`config.mk`:
```
export PLATFORM = sky130hd
export DESIGN_NAME = ethTxMux
export DESIGN_NICKNAME = d
export VERILOG_FILES = /design/src/ethTxPkg.sv /design/src/ethScheduler.sv /design/src/ethTxMux.sv /design/src/fcsAppender.sv /design/src/txFrameQueue.sv
export SDC_FILE = /design/constraint.sdc
export NUM_CORES = 2
export LEC_CHECK = 0
export ABC_AREA = 0
export BUFFER_PORTS_ARGS = -buffer_cell sky130_fd_sc_hd__buf_2
export CELL_PAD_IN_SITES_DETAIL_PLACEMENT = 0
export CELL_PAD_IN_SITES_GLOBAL_PLACEMENT = 1
export CORE_ASPECT_RATIO = 1.4
export CORE_MARGIN = 2
export CORE_UTILIZATION = 36
export CTS_CLUSTER_SIZE = 40
export DETAILED_ROUTE_END_ITERATION = 10
export GPL_ROUTABILITY_DRIVEN = 0
export HOLD_SLACK_MARGIN = 0.05
export PLACE_DENSITY_LB_ADDON = 0.05
export SETUP_SLACK_MARGIN = 0.2
export SYNTH_ARGS = -nofsm -noshare
export SYNTH_HDL_FRONTEND = slang
export SYNTH_HIERARCHICAL = 1
export SYNTH_SLANG_ARGS = --single-unit
export TNS_END_PERCENT = 50
```
`constraint.sdc`:
```
create_clock -name Clk -period 5.5 [get_ports Clk]
set_input_delay 0.275 -clock Clk [delete_from_list [all_inputs] [get_ports Clk]]
set_output_delay 0.275 -clock Clk [all_outputs]
set_load 0.02 [all_outputs]
```
`src/ethTxPkg.sv`:
```
package ethTxPkg;

    // channel and queue sizing
    localparam int numChannels = 4;
    localparam int queueDepth = 64;
    localparam int queueAddrBits = 6;

    // ethernet crc-32, processed lsb first
    localparam logic [31:0] crcInit = 32'hFFFF_FFFF;
    localparam logic [31:0] crcPoly = 32'hEDB8_8320;
    localparam logic [31:0] crcXorOut = 32'hFFFF_FFFF;

    // scheduler states in round-robin order
    localparam logic [2:0] stIdle = 3'd0;
    localparam logic [2:0] stZero = 3'd1;
    localparam logic [2:0] stOne = 3'd2;
    localparam logic [2:0] stTwo = 3'd3;
    localparam logic [2:0] stThree = 3'd4;

    // queue read side states
    localparam logic [1:0] qIdle = 2'd0;
    localparam logic [1:0] qStart = 2'd1;
    localparam logic [1:0] qStream = 2'd2;
    localparam logic [1:0] qHold = 2'd3;

    // quiet cycles after a frame so the fcs bytes fit before the next sof
    localparam logic [1:0] holdCycles = 2'd3;

endpackage

```
`src/ethScheduler.sv`:
```
`timescale 1ns/1ps

module ethScheduler
(
    input  logic       Clk,
    input  logic       reset,
    input  logic       linkUp,
    input  logic       valIn0,
    input  logic       sofIn0,
    input  logic       eofIn0,
    input  logic       reqIn0,
    input  logic [7:0] dataIn0,
    input  logic       valIn1,
    input  logic       sofIn1,
    input  logic       eofIn1,
    input  logic       reqIn1,
    input  logic [7:0] dataIn1,
    input  logic       valIn2,
    input  logic       sofIn2,
    input  logic       eofIn2,
    input  logic       reqIn2,
    input  logic [7:0] dataIn2,
    input  logic       valIn3,
    input  logic       sofIn3,
    input  logic       eofIn3,
    input  logic       reqIn3,
    input  logic [7:0] dataIn3,
    output logic [ethTxPkg::numChannels-1:0] reqConfirm,
    output logic       valOut,
    output logic       sofOut,
    output logic       eofOut,
    output logic [7:0] dataOut
);
    import ethTxPkg::*;

    logic [2:0] state;
    logic waitRequest;
    logic [numChannels-1:0] reqVec;
    logic [numChannels-1:0] selMask;
    logic selVal;
    logic selSof;
    logic selEof;
    logic [7:0] selData;

    assign reqVec = {reqIn3, reqIn2, reqIn1, reqIn0};

    // channel picked by the current state
    always_comb
    begin
        selMask = '0;
        selVal = 1'b0;
        selSof = 1'b0;
        selEof = 1'b0;
        selData = 8'h00;
        case (state)
            stZero:
            begin
                selMask = numChannels'(1) << 0;
                selVal = valIn0;
                selSof = sofIn0;
                selEof = eofIn0;
                selData = dataIn0;
            end
            stOne:
            begin
                selMask = numChannels'(1) << 1;
                selVal = valIn1;
                selSof = sofIn1;
                selEof = eofIn1;
                selData = dataIn1;
            end
            stTwo:
            begin
                selMask = numChannels'(1) << 2;
                selVal = valIn2;
                selSof = sofIn2;
                selEof = eofIn2;
                selData = dataIn2;
            end
            stThree:
            begin
                selMask = numChannels'(1) << 3;
                selVal = valIn3;
                selSof = sofIn3;
                selEof = eofIn3;
                selData = dataIn3;
            end
            default:
            begin
                selMask = '0;
            end
        endcase
    end

    always_ff @(posedge Clk)
    begin
        if (reset)
        begin
            state <= stZero;
            waitRequest <= 1'b0;
            reqConfirm <= '0;
            valOut <= 1'b0;
            sofOut <= 1'b0;
            eofOut <= 1'b0;
        end
        else
        begin
            waitRequest <= |reqVec;
            if (state == stIdle)
            begin
                state <= waitRequest ? stZero : stIdle;
            end
            // hold while the selected channel still requests
            else if ((reqVec & selMask) == '0)
            begin
                state <= (state == stThree) ? stIdle : state + 3'd1;
            end
            reqConfirm <= reqVec & selMask;
            valOut <= selVal & linkUp;
            sofOut <= selSof;
            eofOut <= selEof;
        end
    end

    always_ff @(posedge Clk)
    begin
        dataOut <= selData;
    end

endmodule

```
`src/ethTxMux.sv`:
```
`timescale 1ns/1ps

module ethTxMux
(
    input  logic       Clk,
    input  logic       reset,
    input  logic       linkUp,
    input  logic       wrEn0,
    input  logic [7:0] wrData0,
    input  logic       wrLast0,
    input  logic       wrEn1,
    input  logic [7:0] wrData1,
    input  logic       wrLast1,
    input  logic       wrEn2,
    input  logic [7:0] wrData2,
    input  logic       wrLast2,
    input  logic       wrEn3,
    input  logic [7:0] wrData3,
    input  logic       wrLast3,
    output logic       full0,
    output logic       full1,
    output logic       full2,
    output logic       full3,
    output logic       txVal,
    output logic       txSof,
    output logic       txEof,
    output logic [7:0] txData
);
    import ethTxPkg::*;

    logic [numChannels-1:0] reqConfirm;
    logic req0, val0, sof0, eof0;
    logic req1, val1, sof1, eof1;
    logic req2, val2, sof2, eof2;
    logic req3, val3, sof3, eof3;
    logic [7:0] data0, data1, data2, data3;
    logic schedVal, schedSof, schedEof;
    logic [7:0] schedData;

    txFrameQueue queue0 (.Clk(Clk), .reset(reset), .wrEn(wrEn0), .wrData(wrData0),
        .wrLast(wrLast0), .reqConfirm(reqConfirm[0]), .full(full0), .req(req0),
        .val(val0), .sof(sof0), .eof(eof0), .data(data0));

    txFrameQueue queue1 (.Clk(Clk), .reset(reset), .wrEn(wrEn1), .wrData(wrData1),
        .wrLast(wrLast1), .reqConfirm(reqConfirm[1]), .full(full1), .req(req1),
        .val(val1), .sof(sof1), .eof(eof1), .data(data1));

    txFrameQueue queue2 (.Clk(Clk), .reset(reset), .wrEn(wrEn2), .wrData(wrData2),
        .wrLast(wrLast2), .reqConfirm(reqConfirm[2]), .full(full2), .req(req2),
        .val(val2), .sof(sof2), .eof(eof2), .data(data2));

    txFrameQueue queue3 (.Clk(Clk), .reset(reset), .wrEn(wrEn3), .wrData(wrData3),
        .wrLast(wrLast3), .reqConfirm(reqConfirm[3]), .full(full3), .req(req3),
        .val(val3), .sof(sof3), .eof(eof3), .data(data3));

    ethScheduler scheduler (.Clk(Clk), .reset(reset), .linkUp(linkUp),
        .valIn0(val0), .sofIn0(sof0), .eofIn0(eof0), .reqIn0(req0), .dataIn0(data0),
        .valIn1(val1), .sofIn1(sof1), .eofIn1(eof1), .reqIn1(req1), .dataIn1(data1),
        .valIn2(val2), .sofIn2(sof2), .eofIn2(eof2), .reqIn2(req2), .dataIn2(data2),
        .valIn3(val3), .sofIn3(sof3), .eofIn3(eof3), .reqIn3(req3), .dataIn3(data3),
        .reqConfirm(reqConfirm), .valOut(schedVal), .sofOut(schedSof),
        .eofOut(schedEof), .dataOut(schedData));

    fcsAppender appender (.Clk(Clk), .reset(reset), .valIn(schedVal), .sofIn(schedSof),
        .eofIn(schedEof), .dataIn(schedData), .txVal(txVal), .txSof(txSof),
        .txEof(txEof), .txData(txData));

endmodule

```
`src/fcsAppender.sv`:
```
`timescale 1ns/1ps

module fcsAppender
(
    input  logic       Clk,
    input  logic       reset,
    input  logic       valIn,
    input  logic       sofIn,
    input  logic       eofIn,
    input  logic [7:0] dataIn,
    output logic       txVal,
    output logic       txSof,
    output logic       txEof,
    output logic [7:0] txData
);
    import ethTxPkg::*;

    logic [31:0] crc;
    logic [31:0] crcNext;
    logic fcsBusy;
    logic [1:0] fcsCnt;

    // reflected bytewise crc-32 update
    function automatic logic [31:0] crcByte(input logic [31:0] crcIn, input logic [7:0] b);
        logic [31:0] c;
        c = crcIn ^ {24'h000000, b};
        for (int i = 0; i < 8; i++)
        begin
            c = c[0] ? ((c >> 1) ^ crcPoly) : (c >> 1);
        end
        return c;
    endfunction

    assign crcNext = crcByte(sofIn ? crcInit : crc, dataIn);

    // after eof the same register shifts the fcs out, low byte first
    always_ff @(posedge Clk)
    begin
        if (fcsBusy)
        begin
            crc <= {8'h00, crc[31:8]};
        end
        else if (valIn)
        begin
            crc <= crcNext;
        end
    end

    always_ff @(posedge Clk)
    begin
        if (reset)
        begin
            txVal <= 1'b0;
            txSof <= 1'b0;
            txEof <= 1'b0;
            fcsBusy <= 1'b0;
            fcsCnt <= '0;
        end
        else if (fcsBusy)
        begin
            txVal <= 1'b1;
            txSof <= 1'b0;
            txEof <= fcsCnt == 2'd3;
            fcsCnt <= fcsCnt + 1'b1;
            if (fcsCnt == 2'd3)
            begin
                fcsBusy <= 1'b0;
            end
        end
        else
        begin
            txVal <= valIn;
            txSof <= valIn && sofIn;
            // frame end is withheld, the last fcs byte carries it
            txEof <= 1'b0;
            if (valIn && eofIn)
            begin
                fcsBusy <= 1'b1;
                fcsCnt <= '0;
            end
        end
    end

    always_ff @(posedge Clk)
    begin
        if (fcsBusy)
        begin
            txData <= crc[7:0] ^ crcXorOut[8*fcsCnt +: 8];
        end
        else
        begin
            txData <= dataIn;
        end
    end

endmodule

```
`src/txFrameQueue.sv`:
```
`timescale 1ns/1ps

module txFrameQueue
(
    input  logic       Clk,
    input  logic       reset,
    input  logic       wrEn,
    input  logic [7:0] wrData,
    input  logic       wrLast,
    input  logic       reqConfirm,
    output logic       full,
    output logic       req,
    output logic       val,
    output logic       sof,
    output logic       eof,
    output logic [7:0] data
);
    import ethTxPkg::*;

    // each entry holds the byte and its last-byte flag in bit 8
    logic [8:0] mem [queueDepth];
    logic [queueAddrBits:0] wrPtr;
    logic [queueAddrBits:0] rdPtr;
    logic [queueAddrBits:0] frameCount;
    logic [1:0] readState;
    logic [1:0] holdCnt;
    logic [8:0] rdWord;
    logic wrAccept;
    logic frameIn;
    logic frameOut;
    logic reading;

    assign full = (wrPtr - rdPtr) == (queueAddrBits + 1)'(queueDepth);
    assign wrAccept = wrEn && !full;
    assign frameIn = wrAccept && wrLast;
    assign rdWord = mem[rdPtr[queueAddrBits-1:0]];
    assign reading = (readState == qStart) || (readState == qStream);
    assign frameOut = reading && rdWord[8];

    always_ff @(posedge Clk)
    begin
        if (wrAccept)
        begin
            mem[wrPtr[queueAddrBits-1:0]] <= {wrLast, wrData};
        end
    end

    always_ff @(posedge Clk)
    begin
        if (reset)
        begin
            wrPtr <= '0;
            rdPtr <= '0;
            frameCount <= '0;
            req <= 1'b0;
        end
        else
        begin
            if (wrAccept)
            begin
                wrPtr <= wrPtr + 1'b1;
            end
            if (reading)
            begin
                rdPtr <= rdPtr + 1'b1;
            end
            case ({frameIn, frameOut})
                2'b10: frameCount <= frameCount + 1'b1;
                2'b01: frameCount <= frameCount - 1'b1;
                default: frameCount <= frameCount;
            endcase
            // lags the frame count by a cycle, so it falls the cycle after eof
            req <= frameCount != '0;
        end
    end

    always_ff @(posedge Clk)
    begin
        if (reset)
        begin
            readState <= qIdle;
            holdCnt <= '0;
            val <= 1'b0;
            sof <= 1'b0;
            eof <= 1'b0;
        end
        else
        begin
            val <= reading;
            sof <= readState == qStart;
            eof <= frameOut;
            case (readState)
                qIdle:
                begin
                    if (reqConfirm && frameCount != '0)
                    begin
                        readState <= qStart;
                    end
                end
                qStart, qStream:
                begin
                    if (rdWord[8])
                    begin
                        readState <= qHold;
                        holdCnt <= holdCycles;
                    end
                    else
                    begin
                        readState <= qStream;
                    end
                end
                qHold:
                begin
                    if (holdCnt != '0)
                    begin
                        holdCnt <= holdCnt - 1'b1;
                    end
                    // confirm still high means the scheduler kept this channel
                    else if (reqConfirm && frameCount != '0)
                    begin
                        readState <= qStart;
                    end
                    else
                    begin
                        readState <= qIdle;
                    end
                end
                default: readState <= qIdle;
            endcase
        end
    end

    always_ff @(posedge Clk)
    begin
        data <= rdWord[7:0];
    end

endmodule
```
==> results.py <==
metrics = {
    "timing": {
        "hold_viol": 0,
        "finClkSkew_ns": 0.0550,
        "period_share": 0.863,
        "fin_crit_ns": 4.75,
        "slew_headroom": 0.0702,
        "rsz0062_at_grt": "false",
        "worst_pin_slew_ns": 1.39,
        "finalSetupViolations": 0,
        "setup_tns_ns": 0,
        "slew_violations": 0,
        "max_freq_mhz": 211,
    },
    "finish": {
        "layout.cells.non_filler": 9019,
        "fillers": 24500,
        "fin_util": 0.409,
        "drive_above_1_share": 0.248,
        "syn_to_final_growth_pct": 12.9,
        "nNetsFinal": 5243,
    },
    "synthesis": {
        "yosysTopAreaCell": "edfxtp_1",
        "synth_area_per_cell_um2": 20.5,
        "synth_nets": 5054,
        "synth_cell_types": 82,
        "yosysTopAreaCellShare": 0.693,
        "yosysSeqAreaShare": 0.736,
        "synth_area_leaders": "edfxtp_1 69%, mux4_2 16%, dfxtp_1 4.2%",
        "synth_common_cells": "2328 x edfxtp_1, 726 x mux4_2, 450 x nor2_1, 213 x dfxtp_1, 133 x buf_2",
        "syn_inst": 4925,
        "synth-seq-cells": 2541,
        "ys_warn_count": 6,
        "synth.most_common_cell": "edfxtp_1",
        "synth-edff-count": 2328,
        "synth_flop_cell": "edfxtp_1",
        "async_reset_ff_frac": 0,
        "synth_area_um2": 101000,
    },
    "run": {
        "max_cap_violations": 0,
    },
    "global_route": {
        "antenna_found_initial": 11,
        "grt_overflow_total": 0,
        "grt_use_total": 0.174,
        "grt_max_degree": 134,
        "grt.busiest_layer": "met2",
        "grt_pass1_vias": 49700,
        "grt_pass1_wl_mm": 362,
        "use_met1": 0.226,
        "met3_usage": 0.0276,
        "use_met2": 0.299,
    },
    "placement": {
        "dp.cells": 8526,
        "dp_hpwl_mm": 155,
        "io_buffer_count": 57,
    },
    "floorplan": {
        "start_util": 0.362,
        "die-area_um2": 284000,
        "io_pins": 58,
        "dieHeight_um": 630,
        "fp.dieW_um": 451,
        "core_um2": 278000,
        "core.rowCount": 229,
    },
    "setup_path": {
        "crit_path_max_fanout": 19,
        "rrSetupSlack_ns": 0.75,
        "ff2ff_path_depth": 16,
        "worst_r2r_endpoint": "queue2/frameCount[6]",
        "critPathCaptureType": "flop",
        "crit_end": "queue2/frameCount[6]",
        "criticalPathCategory": "reg -> reg",
        "worstPathRequired_ns": 6.21,
        "cp-start-kind": "flop",
        "cp.arrival_ns": 5.45,
    },
    "route": {
        "drt_pre_antenna_iters": 5,
        "route.antenna.remaining_nets": 0,
        "drc": 0,
        "vias": 46800,
        "wl_mm": 248,
        "viasPerCell": 5.19,
        "wl_per_cell_um": 27.5,
        "drt-initial-drc-count": 3539,
    },
    "clocking": {
        "numCtsBuffers": 273,
        "insertion_delay_ns": 0.85,
        "cts_tree": "built",
        "clock-root-buffer": "clkbuf_16",
        "post_cts_buffers": 0,
        "cts.clk_slew.worst_paths_ns": 0.06,
        "htreeDepth": 5,
        "cts_num_sinks": 2541,
        "cts-resized-gates": 0,
        "ctsHoldBuffers": 9,
        "clock_path_buffers": 4,
    },
    "min_path": {
        "hold_path_class": "in -> reg",
    },
    "power_and_ir_drop": {
        "leakage_nw": 34.6,
        "ir_drop_mv": 0.222,
        "power.density_nw_per_um2": 405,
        "power.total_mw": 46.1,
    },
    "status": {
        "status": "completed",
    },
}
-- worst max-delay path: stages, from the launching register on --
cell and delay, ns:
dfxtp_4 0.52, buf_4 0.36, mux4_2 0.36, nor2b_1 0.15, a2111oi_0 0.49, nor4_1 0.22
a31oi_4 0.42, nor2b_2 0.09, ha_1 0.32, ha_1 0.34, nor2b_1 0.15, o21ai_0 0.15
nand2b_1 0.11, a21o_1 0.19, a21oi_1 0.17, mux2i_1 0.22, mux2_2 0.34
-- cell usage in the layout, fill, tap and decap left out, types with 47 or more instances in the layout --
cell type     n
mux4_2      726
buf_2        56
nor2_1      450
clkbuf_1     69
clkinv_1     59
a21oi_1      91
xnor2_1      69
edfxtp_1   2328
clkbuf_16   287
nor2b_1      47
ha_1         82
inv_1        78
mux2i_1      47
nand2_1      88
dfxtp_1     195
buf_4       111
-- worst min path at each step --
stage | slack [ns] | end | depth (start not counted) | startpoint
after floorplan | 0.35 | appender/fcsBusy | 1 | reset
after global placement | 0.48 | appender/crc[25] | 2 | appender/crc[25]
after detailed placement | 0.49 | queue3/rdPtr[6] | 2 | queue3/rdPtr[6]
after CTS | 0.05 | queue0/mem[61][1] | 2 | wrData0[1]
after global routing | 0.10 | queue2/mem[0][8] | 2 | wrLast2
final | 0.1 | queue2/mem[4][8] | 2 | wrLast2
-- logic make-up (layout without fill, tap and decap cells) --
kind of cell / count (synthesis) / in the layout / synth area share
flip-flops: 2541 / 2541 / 0.736
AO/OA/AOI/OAI: 266 / 266 / 0.0184
adder cells (fa/ha/maj): 86 / 86 / 0.0110
AND/OR/NAND/NOR: 770 / 770 / 0.0350
other: 0 / 8 / 0
XOR/XNOR: 106 / 106 / 0.0102
buffers and inverters: 348 / 738 / 0.0159
multiplexers: 808 / 808 / 0.174
-- layout make-up --
class	instances	area, um^2	share of cell area
Multi-Input combinational cell	2036	25000	0.220
Clock buffer	360	7500	0.0659
Sequential cell	2541	74200	0.652
Timing Repair Buffer	180	1270	0.0112
Antenna cell	8	20.0	0.000176
Clock inverter	116	846	0.00743
Inverter	82	308	0.00270
Tap cell	3696	4620	0.0406
-- registers in the layout, summed over array words and instances, names as in the netlist, 32 cells and up, named ones only --
name,flops
appender/crc,32
queue0/mem,576
queue1/mem,576
queue2/mem,576
queue3/mem,576
-- report_power, final --
group          switching (mW)  leakage (nW)  internal, mW  total [mW]
registers               0.421          22.7          21.5        21.9
logic                    3.53          7.88          3.11        6.64
clock network            7.45          4.07          10.1        17.5
total                    11.4          34.6          34.7        46.1
-- through the flow --
step	area [um^2]	worst slack, ns	hold slack (ns)
finish	114000	0.754	0.0993
global route	114000	0.468	0.101
CTS	114000	0.666	0.0507
detailed placement	105000	0.667	0.491
global placement	105000	0.678	0.484
floorplan	101000	1.54	0.347
-- layer usage --
metal	routed length, um	share of wire	up-vias
li1	-	-	20500
met1	105000	0.42	25100
met2	127000	0.51	805
met3	9450	0.038	339
met4	6680	0.027	6
met5	45	0.00018	-
(Power assumes the default switching activity.)
